**src/hdl/axi_mux_pkg.sv**
```systemverilog
// AXI4 write-path mux package
// Port count, channel widths, vector types and the AW lock state encoding
package axi_mux_pkg;

  // ------------------------------------------------------------------------
  // Counts and widths
  // ------------------------------------------------------------------------
  localparam int unsigned NUM_PORTS   = 4;
  localparam int unsigned PORT_IDX_W  = $clog2(NUM_PORTS);   // ID prefix width
  localparam int unsigned SLV_ID_W    = 4;
  localparam int unsigned MST_ID_W    = SLV_ID_W + PORT_IDX_W;
  localparam int unsigned ADDR_W      = 32;
  localparam int unsigned DATA_W      = 32;
  localparam int unsigned STRB_W      = DATA_W / 8;
  localparam int unsigned LEN_W       = 8;                   // AXI4 burst length
  localparam int unsigned RESP_W      = 2;

  // Outstanding writes whose W bursts are still pending
  localparam int unsigned MAX_W_TRANS = 8;
  localparam int unsigned FIFO_PTR_W  = $clog2(MAX_W_TRANS);
  localparam int unsigned FIFO_CNT_W  = $clog2(MAX_W_TRANS + 1);

  // ------------------------------------------------------------------------
  // Channel field types
  // ------------------------------------------------------------------------
  typedef logic [PORT_IDX_W-1:0] port_idx_t;
  typedef logic [SLV_ID_W-1:0]   slv_id_t;
  typedef logic [MST_ID_W-1:0]   mst_id_t;  // {port index, slave ID}
  typedef logic [ADDR_W-1:0]     addr_t;
  typedef logic [LEN_W-1:0]      len_t;     // Beats minus one
  typedef logic [DATA_W-1:0]     data_t;
  typedef logic [STRB_W-1:0]     strb_t;
  typedef logic [RESP_W-1:0]     resp_t;

  // AW issue lock
  typedef enum logic {
    AW_IDLE,    // Free to arbitrate
    AW_LOCKED   // Granted AW stalled by the master, already pushed
  } aw_state_e;

endpackage

```
**src/hdl/aw_arbiter.sv**
```systemverilog
`timescale 1ns/1ps
// AW arbiter of the write mux
// Round-robin grant with lock-in, ID prefix and a single FIFO push per AW
module aw_arbiter import axi_mux_pkg::*; (
  input  logic      clk_i,
  input  logic      rst_n_i,
  // Slave AW channels
  input  logic      slv_aw_valid_i [NUM_PORTS],
  output logic      slv_aw_ready_o [NUM_PORTS],
  input  slv_id_t   slv_aw_id_i    [NUM_PORTS],
  input  addr_t     slv_aw_addr_i  [NUM_PORTS],
  input  len_t      slv_aw_len_i   [NUM_PORTS],
  // Master AW channel
  output logic      mst_aw_valid_o,
  input  logic      mst_aw_ready_i,
  output mst_id_t   mst_aw_id_o,
  output addr_t     mst_aw_addr_o,
  output len_t      mst_aw_len_o,
  // W order FIFO
  output logic      fifo_push_o,
  output port_idx_t fifo_idx_o,
  input  logic      fifo_full_i
);

  aw_state_e state_q, state_d;
  port_idx_t rr_ptr_q, rr_ptr_d;      // Port with the highest priority
  port_idx_t lock_idx_q, lock_idx_d;  // Winner held during a master stall
  port_idx_t sel_idx;                 // Round-robin pick of this cycle
  port_idx_t grant_idx;               // Port that drives the master AW
  logic      any_req;
  logic      aw_xfer;

  // Next port in round-robin order
  function automatic port_idx_t next_port(port_idx_t idx);
    return (int'(idx) == NUM_PORTS - 1) ? '0 : idx + 1'b1;
  endfunction

  // ------------------------------------------------------------------------
  // Round-robin pick, starting at the pointer
  // ------------------------------------------------------------------------
  always_comb begin
    int unsigned cand;
    any_req = 1'b0;
    sel_idx = rr_ptr_q;
    for (int unsigned i = 0; i < NUM_PORTS; i++) begin
      cand = (int'(rr_ptr_q) + i) % NUM_PORTS;
      if (!any_req && slv_aw_valid_i[cand]) begin
        any_req = 1'b1;
        sel_idx = port_idx_t'(cand);
      end
    end
  end

  // ------------------------------------------------------------------------
  // Issue control
  // ------------------------------------------------------------------------
  always_comb begin
    state_d        = state_q;
    rr_ptr_d       = rr_ptr_q;
    lock_idx_d     = lock_idx_q;
    grant_idx      = sel_idx;
    mst_aw_valid_o = 1'b0;
    fifo_push_o    = 1'b0;
    case (state_q)
      AW_IDLE: begin
        // No issue while the FIFO cannot take the index
        if (any_req && !fifo_full_i) begin
          mst_aw_valid_o = 1'b1;
          fifo_push_o    = 1'b1;
          if (mst_aw_ready_i) begin
            rr_ptr_d = next_port(sel_idx);
          end else begin
            state_d    = AW_LOCKED;
            lock_idx_d = sel_idx;
          end
        end
      end
      AW_LOCKED: begin
        grant_idx      = lock_idx_q;   // Lock-in until the transfer
        mst_aw_valid_o = 1'b1;
        if (mst_aw_ready_i) begin
          rr_ptr_d = next_port(lock_idx_q);
          state_d  = AW_IDLE;
        end
      end
      default: state_d = AW_IDLE;
    endcase
  end

  assign aw_xfer = mst_aw_valid_o && mst_aw_ready_i;

  // Ready only to the granted port, on the transfer
  always_comb begin
    for (int unsigned i = 0; i < NUM_PORTS; i++) begin
      slv_aw_ready_o[i] = aw_xfer && (grant_idx == port_idx_t'(i));
    end
  end

  assign mst_aw_id_o   = {grant_idx, slv_aw_id_i[grant_idx]};  // Port index prefix
  assign mst_aw_addr_o = slv_aw_addr_i[grant_idx];
  assign mst_aw_len_o  = slv_aw_len_i[grant_idx];
  assign fifo_idx_o    = grant_idx;

  always_ff @(posedge clk_i or negedge rst_n_i) begin
    if (!rst_n_i) begin
      state_q    <= AW_IDLE;
      rr_ptr_q   <= '0;
      lock_idx_q <= '0;
    end else begin
      state_q    <= state_d;
      rr_ptr_q   <= rr_ptr_d;
      lock_idx_q <= lock_idx_d;
    end
  end

endmodule

```
**src/hdl/axi_mux.sv**
```systemverilog
`timescale 1ns/1ps
// AXI4 write-path mux, four slave ports onto one master port
// AW arbitration with ID prefix, W ordering by grant and B routing by prefix
module axi_mux import axi_mux_pkg::*; (
  input  logic    clk_i,
  input  logic    rst_n_i,
  // Slave AW channels
  input  logic    slv_aw_valid_i [NUM_PORTS],
  output logic    slv_aw_ready_o [NUM_PORTS],
  input  slv_id_t slv_aw_id_i    [NUM_PORTS],
  input  addr_t   slv_aw_addr_i  [NUM_PORTS],
  input  len_t    slv_aw_len_i   [NUM_PORTS],
  // Slave W channels
  input  logic    slv_w_valid_i  [NUM_PORTS],
  output logic    slv_w_ready_o  [NUM_PORTS],
  input  data_t   slv_w_data_i   [NUM_PORTS],
  input  strb_t   slv_w_strb_i   [NUM_PORTS],
  input  logic    slv_w_last_i   [NUM_PORTS],
  // Slave B channels
  output logic    slv_b_valid_o  [NUM_PORTS],
  input  logic    slv_b_ready_i  [NUM_PORTS],
  output slv_id_t slv_b_id_o     [NUM_PORTS],
  output resp_t   slv_b_resp_o   [NUM_PORTS],
  // Master AW channel
  output logic    mst_aw_valid_o,
  input  logic    mst_aw_ready_i,
  output mst_id_t mst_aw_id_o,
  output addr_t   mst_aw_addr_o,
  output len_t    mst_aw_len_o,
  // Master W channel
  output logic    mst_w_valid_o,
  input  logic    mst_w_ready_i,
  output data_t   mst_w_data_o,
  output strb_t   mst_w_strb_o,
  output logic    mst_w_last_o,
  // Master B channel
  input  logic    mst_b_valid_i,
  output logic    mst_b_ready_o,
  input  mst_id_t mst_b_id_i,
  input  resp_t   mst_b_resp_i
);

  // W order FIFO links
  logic      fifo_push;
  port_idx_t fifo_idx;
  logic      fifo_full;
  logic      fifo_empty;
  port_idx_t fifo_head;
  logic      fifo_pop;

  // ------------------------------------------------------------------------
  // AW channel
  // ------------------------------------------------------------------------
  aw_arbiter i_aw_arbiter (
    .clk_i          ( clk_i          ),
    .rst_n_i        ( rst_n_i        ),
    .slv_aw_valid_i ( slv_aw_valid_i ),
    .slv_aw_ready_o ( slv_aw_ready_o ),
    .slv_aw_id_i    ( slv_aw_id_i    ),
    .slv_aw_addr_i  ( slv_aw_addr_i  ),
    .slv_aw_len_i   ( slv_aw_len_i   ),
    .mst_aw_valid_o ( mst_aw_valid_o ),
    .mst_aw_ready_i ( mst_aw_ready_i ),
    .mst_aw_id_o    ( mst_aw_id_o    ),
    .mst_aw_addr_o  ( mst_aw_addr_o  ),
    .mst_aw_len_o   ( mst_aw_len_o   ),
    .fifo_push_o    ( fifo_push      ),
    .fifo_idx_o     ( fifo_idx       ),
    .fifo_full_i    ( fifo_full      )
  );

  w_order_fifo i_w_order_fifo (
    .clk_i   ( clk_i      ),
    .rst_n_i ( rst_n_i    ),
    .push_i  ( fifo_push  ),
    .idx_i   ( fifo_idx   ),
    .pop_i   ( fifo_pop   ),
    .head_o  ( fifo_head  ),
    .empty_o ( fifo_empty ),
    .full_o  ( fifo_full  )
  );

  // ------------------------------------------------------------------------
  // W channel
  // ------------------------------------------------------------------------
  w_switch i_w_switch (
    .slv_w_valid_i ( slv_w_valid_i ),
    .slv_w_ready_o ( slv_w_ready_o ),
    .slv_w_data_i  ( slv_w_data_i  ),
    .slv_w_strb_i  ( slv_w_strb_i  ),
    .slv_w_last_i  ( slv_w_last_i  ),
    .mst_w_valid_o ( mst_w_valid_o ),
    .mst_w_ready_i ( mst_w_ready_i ),
    .mst_w_data_o  ( mst_w_data_o  ),
    .mst_w_strb_o  ( mst_w_strb_o  ),
    .mst_w_last_o  ( mst_w_last_o  ),
    .head_i        ( fifo_head     ),
    .empty_i       ( fifo_empty    ),
    .pop_o         ( fifo_pop      )
  );

  // ------------------------------------------------------------------------
  // B channel
  // ------------------------------------------------------------------------
  b_response_router i_b_response_router (
    .clk_i         ( clk_i         ),
    .rst_n_i       ( rst_n_i       ),
    .mst_b_valid_i ( mst_b_valid_i ),
    .mst_b_ready_o ( mst_b_ready_o ),
    .mst_b_id_i    ( mst_b_id_i    ),
    .mst_b_resp_i  ( mst_b_resp_i  ),
    .slv_b_valid_o ( slv_b_valid_o ),
    .slv_b_ready_i ( slv_b_ready_i ),
    .slv_b_id_o    ( slv_b_id_o    ),
    .slv_b_resp_o  ( slv_b_resp_o  )
  );

endmodule

```
**src/hdl/b_response_router.sv**
```systemverilog
`timescale 1ns/1ps
// B response router
// One-entry register stage that steers master B responses by their ID prefix
module b_response_router import axi_mux_pkg::*; (
  input  logic    clk_i,
  input  logic    rst_n_i,
  // Master B channel
  input  logic    mst_b_valid_i,
  output logic    mst_b_ready_o,
  input  mst_id_t mst_b_id_i,
  input  resp_t   mst_b_resp_i,
  // Slave B channels
  output logic    slv_b_valid_o [NUM_PORTS],
  input  logic    slv_b_ready_i [NUM_PORTS],
  output slv_id_t slv_b_id_o    [NUM_PORTS],
  output resp_t   slv_b_resp_o  [NUM_PORTS]
);

  logic      full_q;
  mst_id_t   id_q;
  resp_t     resp_q;
  port_idx_t b_port;    // Owner of the held response
  logic      drain;
  logic      capture;

  assign b_port        = id_q[MST_ID_W-1 -: PORT_IDX_W];
  assign drain         = full_q && slv_b_ready_i[b_port];
  assign mst_b_ready_o = !full_q || drain;   // Accept while empty or draining
  assign capture       = mst_b_valid_i && mst_b_ready_o;

  always_comb begin
    for (int unsigned i = 0; i < NUM_PORTS; i++) begin
      slv_b_valid_o[i] = full_q && (b_port == port_idx_t'(i));
      slv_b_id_o[i]    = id_q[SLV_ID_W-1:0];   // Prefix stripped
      slv_b_resp_o[i]  = resp_q;
    end
  end

  always_ff @(posedge clk_i or negedge rst_n_i) begin
    if (!rst_n_i) begin
      full_q <= 1'b0;
    end else if (capture) begin
      full_q <= 1'b1;
    end else if (drain) begin
      full_q <= 1'b0;
    end
  end

  always_ff @(posedge clk_i) begin
    if (capture) begin
      id_q   <= mst_b_id_i;
      resp_q <= mst_b_resp_i;
    end
  end

endmodule

```
**src/hdl/w_order_fifo.sv**
```systemverilog
`timescale 1ns/1ps
// W order FIFO
// Holds the port indices of granted writes in AW grant order
module w_order_fifo import axi_mux_pkg::*; (
  input  logic      clk_i,
  input  logic      rst_n_i,
  input  logic      push_i,
  input  port_idx_t idx_i,
  input  logic      pop_i,
  output port_idx_t head_o,
  output logic      empty_o,
  output logic      full_o
);

  port_idx_t              mem [MAX_W_TRANS];
  logic [FIFO_PTR_W-1:0]  wr_ptr_q;
  logic [FIFO_PTR_W-1:0]  rd_ptr_q;
  logic [FIFO_CNT_W-1:0]  count_q;
  logic                   push_ok;
  logic                   pop_ok;

  // Wrapping pointer increment
  function automatic logic [FIFO_PTR_W-1:0] ptr_inc(logic [FIFO_PTR_W-1:0] ptr);
    return (ptr == FIFO_PTR_W'(MAX_W_TRANS - 1)) ? '0 : ptr + 1'b1;
  endfunction

  assign empty_o = (count_q == '0);
  assign full_o  = (count_q == FIFO_CNT_W'(MAX_W_TRANS));
  assign push_ok = push_i && !full_o;
  assign pop_ok  = pop_i && !empty_o;
  assign head_o  = mem[rd_ptr_q];   // Registered head, no fall-through

  always_ff @(posedge clk_i or negedge rst_n_i) begin
    if (!rst_n_i) begin
      wr_ptr_q <= '0;
      rd_ptr_q <= '0;
      count_q  <= '0;
    end else begin
      if (push_ok) wr_ptr_q <= ptr_inc(wr_ptr_q);
      if (pop_ok)  rd_ptr_q <= ptr_inc(rd_ptr_q);
      case ({push_ok, pop_ok})
        2'b10:   count_q <= count_q + 1'b1;
        2'b01:   count_q <= count_q - 1'b1;
        default: count_q <= count_q;   // Idle, or push and pop together
      endcase
    end
  end

  // Storage
  always_ff @(posedge clk_i) begin
    if (push_ok) begin
      mem[wr_ptr_q] <= idx_i;
    end
  end

endmodule

```
**src/hdl/w_switch.sv**
```systemverilog
`timescale 1ns/1ps
// W channel switch
// Routes the W beats of the FIFO head port to the master and pops on last
module w_switch import axi_mux_pkg::*; (
  // Slave W channels
  input  logic      slv_w_valid_i [NUM_PORTS],
  output logic      slv_w_ready_o [NUM_PORTS],
  input  data_t     slv_w_data_i  [NUM_PORTS],
  input  strb_t     slv_w_strb_i  [NUM_PORTS],
  input  logic      slv_w_last_i  [NUM_PORTS],
  // Master W channel
  output logic      mst_w_valid_o,
  input  logic      mst_w_ready_i,
  output data_t     mst_w_data_o,
  output strb_t     mst_w_strb_o,
  output logic      mst_w_last_o,
  // W order FIFO
  input  port_idx_t head_i,
  input  logic      empty_i,
  output logic      pop_o
);

  logic head_valid;

  assign head_valid    = !empty_i && slv_w_valid_i[head_i];
  assign mst_w_valid_o = head_valid;

  // Only the head port sees the master ready
  always_comb begin
    for (int unsigned i = 0; i < NUM_PORTS; i++) begin
      slv_w_ready_o[i] = !empty_i && mst_w_ready_i && (head_i == port_idx_t'(i));
    end
  end

  // Payload follows the head
  assign mst_w_data_o = slv_w_data_i[head_i];
  assign mst_w_strb_o = slv_w_strb_i[head_i];
  assign mst_w_last_o = slv_w_last_i[head_i];

  // Burst done on the last beat transfer
  assign pop_o = head_valid && mst_w_ready_i && slv_w_last_i[head_i];

endmodule

```
**config.mk**
```make
export PLATFORM = sky130hd
export DESIGN_NAME = axi_mux
export DESIGN_NICKNAME = d
export VERILOG_FILES = /design/src/hdl/axi_mux_pkg.sv /design/src/hdl/aw_arbiter.sv /design/src/hdl/axi_mux.sv /design/src/hdl/b_response_router.sv /design/src/hdl/w_order_fifo.sv /design/src/hdl/w_switch.sv
export SDC_FILE = /design/constraint.sdc
export NUM_CORES = 1
export LEC_CHECK = 0
export ABC_AREA = 1
export BUFFER_PORTS_ARGS = -buffer_cell sky130_fd_sc_hd__clkbuf_2
export CORE_AREA = 2 2 183 185
export DETAILED_ROUTE_END_ITERATION = 16
export DIE_AREA = 0 0 185 187
export HOLD_SLACK_MARGIN = 0.12
export SYNTH_ARGS = -nofsm -noshare
export SYNTH_HDL_FRONTEND = slang
export SYNTH_SLANG_ARGS = --single-unit
```
**constraint.sdc**
```tcl
create_clock -name clk_i -period 7.1 [get_ports clk_i]
set_clock_uncertainty 0.1 [all_clocks]
set_input_delay 0.355 -clock clk_i [delete_from_list [all_inputs] [get_ports clk_i]]
set_output_delay 0.355 -clock clk_i [all_outputs]
set_load 0.1 [all_outputs]
```
Word-level counts from Yosys, hierarchy flattened
Memory sizes are Yosys's and may differ from the RTL's.
Index checks and enable logic that the tools add are counted.
{ "word_totals": {"reg_bits": 24, "latch_bits": 0, "mem_bits_rw": 16, "romBits": 0, "inputBits": 349, "out_inout_bits": 122, "word_cells": 157, "n_memories": 1} }
{ "mem_list": {"columns": ["memory", "words", "width", "rd", "rd_ports_with_merged_regs", "wr", "line_no", "rtl"], "rows": [
  ["i_w_order_fifo.mem", 8, 2, 1, 0, 1, "w_order_fifo.sv:15", "port_idx_t mem [MAX_W_TRANS];"]
]} }
{ "op_classes": {"addsub": 9, "multipliers": 0, "div_mod_pow": 0, "magnitude_cmp": 7, "n_eq_ne": 19, "n_shift": 0, "muxes": 63, "bitwise": 9, "reduce_logical": 40} }
{ "ops": {"columns": ["op", "n"], "rows": [
  ["$ge 33x3->1 const B", 4],
  ["$not 2->33", 4],
  ["$bmux 32 s2", 2],
  ["$mux 32", 4],
  ["$mux 1", 26],
  ["$logic_and 1x1->1", 25],
  ["$eq 2x2->1 const B", 9],
  ["$mux 2", 9],
  ["$bmux 4 s2", 2],
  ["$bmux 8 s2", 1],
  ["$mux 4", 4],
  ["$mux 8", 2],
  ["$bmux 1 s2", 7],
  ["$ge 3x3->1 const B", 3],
  ["$not 2->3", 3],
  ["$eq 2x1->1 const B", 4],
  ["$pmux 4 s2", 1],
  ["$add 2x1->2 const B", 3],
  ["$add 3x1->3 const B", 2],
  ["$eq 3x3->1 const B", 2],
  ["$logic_not 1->1", 6],
  ["$logic_not 2->1", 3],
  ["$mux 3", 2],
  ["$reduce_and 3->1", 2],
  ["other kinds (12)", 17]
]} }

Logic depth before layout (Yosys ltp)
{ "logic_depth": {"ltp_word": 20, "depth_mapped": 23, "mapped_depth_nobuf": 23} }

By module
Synthesis repeated with hierarchy kept, for this count alone.
{ "unflattened": {"hier_cells": 938, "area_unflattened_um2": 5421.4} }
{ "modules_own_cells": {"columns": ["module", "instances", "cells_each", "area_per_inst_um2", "seq_area_each_um2"], "rows": [
  ["aw_arbiter", 1, 553, 2399.8, 125.1],
  ["w_order_fifo", 1, 158, 1376.3, 730.7],
  ["w_switch", 1, 173, 1106.1, 0.0],
  ["b_response_router", 1, 54, 539.3, 265.3]
]} }

Worst setup path after synthesis
Ideal clock, no wire load.
{ "synth_timing": {"path_type": "reg-to-reg", "start": "register i_w_order_fifo.rd_ptr_q[0]", "end": "register i_w_order_fifo.count_q[3]", "setup_time_ns": 0.121, "arrival_time_ns": 3.588, "t_required_ns": 6.879, "path_slack_ns": 3.291, "path_stages_with_launch": 22, "n_path_buf": 1, "synth_period_minus_slack_ns": 3.809, "path_cell_list": "dfrtp_1 -> buf_2 -> nor2_1 -> nor2_1 -> o21ai_0 -> nand3_1 -> o21a_1 -> nor2_2 -> nand2_1 -> nand2_1 -> nor2_2 -> nand2_1 -> inv_1 -> ha_1 -> ha_1 -> nand2_1 -> nor2_1 -> a211oi_1 -> nor2_1 -> nor2_1 -> nand2_1 -> xor2_1"} }
{ "synth_via": {"elab_chain_len": 11, "word_cells_on_any_way": 16, "classes_between": "eq/ne (2); mux (7); bitwise (1); reduce/logical (5); memory (1)"} }
{ "synth_lines": {"columns": ["element", "line_no", "rtl"], "rows": [
  ["from (decl)", "w_order_fifo.sv:17", "logic [FIFO_PTR_W-1:0] rd_ptr_q;"],
  ["from (signal assigned)", "w_order_fifo.sv:40", "if (pop_ok) rd_ptr_q <= ptr_inc(rd_ptr_q);"],
  ["$mem_v2 8x2 *", null, null],
  ["$not 2->3 (implied by the code) *", "w_switch.sv:25", "assign head_valid = !empty_i && slv_w_valid_i[head_i];"],
  ["$bmux 1 s2 *", "w_switch.sv:25", null],
  ["$mux 1 (implied by the code) * (2 in series)", "w_switch.sv:25", null],
  ["$logic_and 1x1->1 *", "w_switch.sv:25", null],
  ["net mst_w_valid_o", "axi_mux.sv:31", "output logic mst_w_valid_o,"],
  ["$logic_and 1x1->1 * (2 in series)", "w_switch.sv:41", "assign pop_o = head_valid && mst_w_ready_i && slv_w_last_i[head_i];"],
  ["$logic_and 1x1->1 *", "w_order_fifo.sv:30", "assign pop_ok = pop_i && !empty_o;"],
  ["net i_w_order_fifo.pop_ok", "w_order_fifo.sv:20", "logic pop_ok;"],
  ["$eq 2x1->1 / $eq 2x2->1 (equally long branches)", "w_order_fifo.sv:41", "case ({push_ok, pop_ok})"],
  ["$pmux 4 s2 / $reduce_bool 2->1 (equally long branches)", null, null],
  ["to (signal assigned)", "w_order_fifo.sv:42", "2'b10: count_q <= count_q + 1'b1;"],
  ["to (signal assigned)", "w_order_fifo.sv:43", "2'b01: count_q <= count_q - 1'b1;"],
  ["to (signal assigned)", "w_order_fifo.sv:44", "default: count_q <= count_q;"],
  ["to (decl)", "w_order_fifo.sv:18", "logic [FIFO_CNT_W-1:0] count_q;"]
]} }
The timed path passes the listed nets; every way through them passes the cells marked *. The select of a mux whose other input is x is not followed.
A chain may end at the register's enable or synchronous reset.

==> flow_metrics.py <==
metrics = {
    "run_status": {
        "outcome": "completed",
    },
    "clock_network": {
        "root_buffer": "clkbuf_16",
        "cts-htree-levels": 2,
        "cts_buffer_depth": 2,
        "post_cts_buffers": 0,
        "cts_tree": "yes",
        "numCtsBuffers": 5,
        "cts_sinks": 40,
        "clk_latency_ns": 0.29,
        "path_clk_slew_ns": 0.06,
    },
    "synth": {
        "yosysTopAreaCell": "nand2_1",
        "ys_seq_area_share_pct": 22.0,
        "syn_area_per_cell_um2": 5.77,
        "synth_edf_count": 24,
        "ys_seq_elements": 40,
        "synth-async-reset-ratio_pct": 40.0,
        "synth_top_cells_by_area": "nand2_1 (33%), edfxtp_1 (14%), nand3_1 (13%)",
        "synthFlopType": "edfxtp_1",
        "syn-num-nets": 1242,
        "synth.distinct_cells": 37,
        "synth_warnings": 0,
        "yosys.area.top_type_share_pct": 33.4,
        "syn_inst": 884,
        "syn_area_mm2": 0.00510,
    },
    "detailed_routing": {
        "drt-initial-drc-count": 265,
        "dr.pass1.iters": 5,
        "wl_met2_um": 14500,
        "drt-met1-wl_um": 9150,
        "final_antenna_net_count": 0,
        "routed.top_layer": "met5",
        "drc_errors": 0,
        "vias": 7353,
        "routed-wl-met3_um": 2000,
        "drt_wl_total_um": 26300,
        "routed_via_density": 4.22,
        "post_drt_wl_per_cell_um": 15.1,
    },
    "floorplanning": {
        "io_pins": 471,
        "die_area_mm2": 0.0346,
        "start_util_pct": 15.5,
        "die_w_um": 185,
        "core_mm2": 0.0329,
        "die_y_um": 187,
        "rows": 67,
    },
    "cells_and_area": {
        "drive_gt1_share_pct": 39.1,
        "fillers": 3813,
        "fin_nets": 1650,
        "synthToLayoutAreaGrowth_pct": 52.3,
    },
    "setup_path": {
        "reg2reg_from": "i_w_order_fifo.rd_ptr_q[0]",
        "cp-start-kind": "flop",
        "cp_slowest_cell": "nand2_4",
        "cp.buffers_inverters": 4,
        "cp.arrival_ns": 4.14,
        "path_cells": "inv_2 -> nand2_1 -> nand3_1 -> nand2_1 -> inv_2 -> nor2_4 -> nand4_1 -> nand2_2 -> nand2_4 -> nand2_4 -> inv_2 -> nor3_2 -> clkbuf_2",
        "regToRegEndpoint": "i_w_order_fifo.count_q[3]",
        "worst-setup-path-type": "reg2out",
        "cpMostUsedCell": "inv_2",
        "worst_setup_path_end_kind": "output pin",
        "max_stage_delay_ns": 0.95,
        "path_max_fanout": 92,
        "cp_top_family": "simple AND/OR/NAND/NOR gates",
        "reg2reg_depth": 22,
        "cp.depth": 13,
        "crit_required_ns": 6.64,
        "reg2reg_slack_ns": 2.82,
    },
    "placed_design": {
        "hpwl_um": 22400,
        "gp_congestion": 0.900,
        "port_buffers": 470,
    },
    "grt": {
        "grt_max_degree": 93,
        "antenna_found_initial": 5,
        "grt_pass1_vias": 7056,
        "grt_pass1_wl_um": 38200,
        "gr-usage-all-layers_pct": 14.4,
        "grt_overflow": 0,
    },
    "sta": {
        "worst_slew_pin_slew_ns": 1.05,
        "finalHoldViolations": 0,
        "setup_viol": 0,
        "slew_headroom_pct": 30.0,
        "rsz0062_at_grt": "false",
        "period_needed_ns": 4.60,
        "setup_tns_ns": 0,
        "fmax_ghz": 0.218,
        "drv_slew": 0,
        "fin_crit_sh_pct": 64.7,
    },
    "worst_hold_path": {
        "worstHoldPathCells": 2,
        "hold_class": "in2reg",
        "min_from": "mst_aw_ready_i",
        "min_to": "i_aw_arbiter.state_q",
    },
    "flow_run": {
        "maxCapViolCount": 0,
    },
}
==> worst reg2reg max path, stage by stage (launching register included) <==
cell      delay [ns]
dfrtp_1         0.59
inv_1           0.21
nand2_1         0.11
nand3_1         0.07
nand2_1         0.07
nand2_1         0.05
nand2_1         0.22
inv_1           0.22
nor2_4          0.73
nand2_1         0.12
nand2_1         0.12
nor2_2          0.08
nand2_1         0.14
inv_1           0.06
ha_1            0.22
ha_1            0.35
nand2_1         0.08
nor2_1          0.04
a211oi_1        0.22
nor2_1          0.07
nor2_1          0.09
nand2_1         0.07
xor2_1          0.14
==> how the worst max path moves through the flow <==
stage	slack [ns]	startpoint	to
after floorplan	3.29	i_w_order_fifo.rd_ptr_q[0]	i_w_order_fifo.count_q[3]
after global placement	2.77	i_aw_arbiter.rr_ptr_q[0]	slv_aw_ready_o[3]
after detailed placement	2.73	i_aw_arbiter.rr_ptr_q[0]	slv_aw_ready_o[3]
after CTS	2.37	i_aw_arbiter.rr_ptr_q[0]	slv_aw_ready_o[3]
after global routing	2.07	i_aw_arbiter.rr_ptr_q[0]	slv_aw_ready_o[3]
final	2.50	i_aw_arbiter.rr_ptr_q[0]	slv_aw_ready_o[3]
==> sequential cells by signal, indices dropped and copies added (netlist names) <==
register	flops
i_w_order_fifo.rd_ptr_q	3
i_aw_arbiter.lock_idx_q	2
i_b_response_router.id_q	6
i_aw_arbiter.rr_ptr_q	2
i_w_order_fifo.mem	16
i_aw_arbiter.state_q	1
i_b_response_router.full_q	1
i_b_response_router.resp_q	2
i_w_order_fifo.wr_ptr_q	3
i_w_order_fifo.count_q	4
==> timing repair <==
action / CTS / global route
hold endpoints to repair: 16 / 0
resized for setup: 0 / 0
hold buffers: 1 / 0
==> metal layers <==
metal / up-vias / track usage, %
li1: 3685 / -
met1: 3284 / 14.0
met2: 358 / 29.8
met3: 24 / 2.80
met4: 2 / 3.82
met5: - / 0
==> cell families (layout without fill, tap and decap cells) <==
group                      count (synthesis)  count (layout)  share of synthesized area [%]
xor gates and xnor gates                   3               3                          0.515
buffers and inverters                    117             526                           12.7
and+or+nand+nor                          642             642                           52.5
adders and majority gates                  9               9                           2.35
AOI/OAI and AO/OA                         73              73                           10.1
DFF                                       40              40                           22.0
other                                      0               2                              0
==> through the flow <==
step	instances	worst slack [ns]	hold slack, ns	util [%]	area, µm²
floorplan	884	3.29	-0.0406	-	5100
global placement	1732	2.77	0.222	23.1	7580
detailed placement	1732	2.73	0.226	23.1	7580
CTS	1741	2.37	0.138	23.6	7760
global route	1743	2.07	0.134	23.6	7770
finish	1743	2.50	0.139	23.6	7770
==> synth_stat cells, types with 8 or more instances <==
library cell and number:
a22oi_1 56, buf_2 24, buf_4 28, buf_6 8
clkbuf_1 13, dfrtp_1 16, edfxtp_1 24, ha_1 8
inv_1 37, nand2_1 454, nand3_1 131, nor2_1 26
==> layout make-up <==
cell class	count	area (µm²)	share of cell area [%]
inverters	43	161	2.08
multi-input cells	727	3360	43.2
flip-flops and latches	40	1120	14.4
well taps	448	561	7.21
clock inverters	3	46.3	0.596
diodes	2	5.00	0.0644
clock buffers	5	125	1.61
repair buffers	475	2390	30.8
==> layout by cell type (no fill, tap or decap), types with 2 or more instances in the layout <==
master	instances
xor2_1	2
edfxtp_1	24
nor3_1	6
nand2_2	3
nand3b_1	3
buf_4	4
nand2_1	453
clkbuf_2	470
nand4_1	3
inv_1	36
nand3_1	131
nor3_2	4
nor2_2	3
ha_1	8
a21oi_1	4
inv_2	6
dfrtp_1	16
a22oi_1	56
diode_2	2
nor2_1	26
clkbuf_16	5
nand2_4	2
o21ai_0	6
nor2_4	4
o21ai_1	3
Power is left out: the tool's default activity adds up to more than one toggle a clock period on the data nets, which glitch-free logic cannot reach.
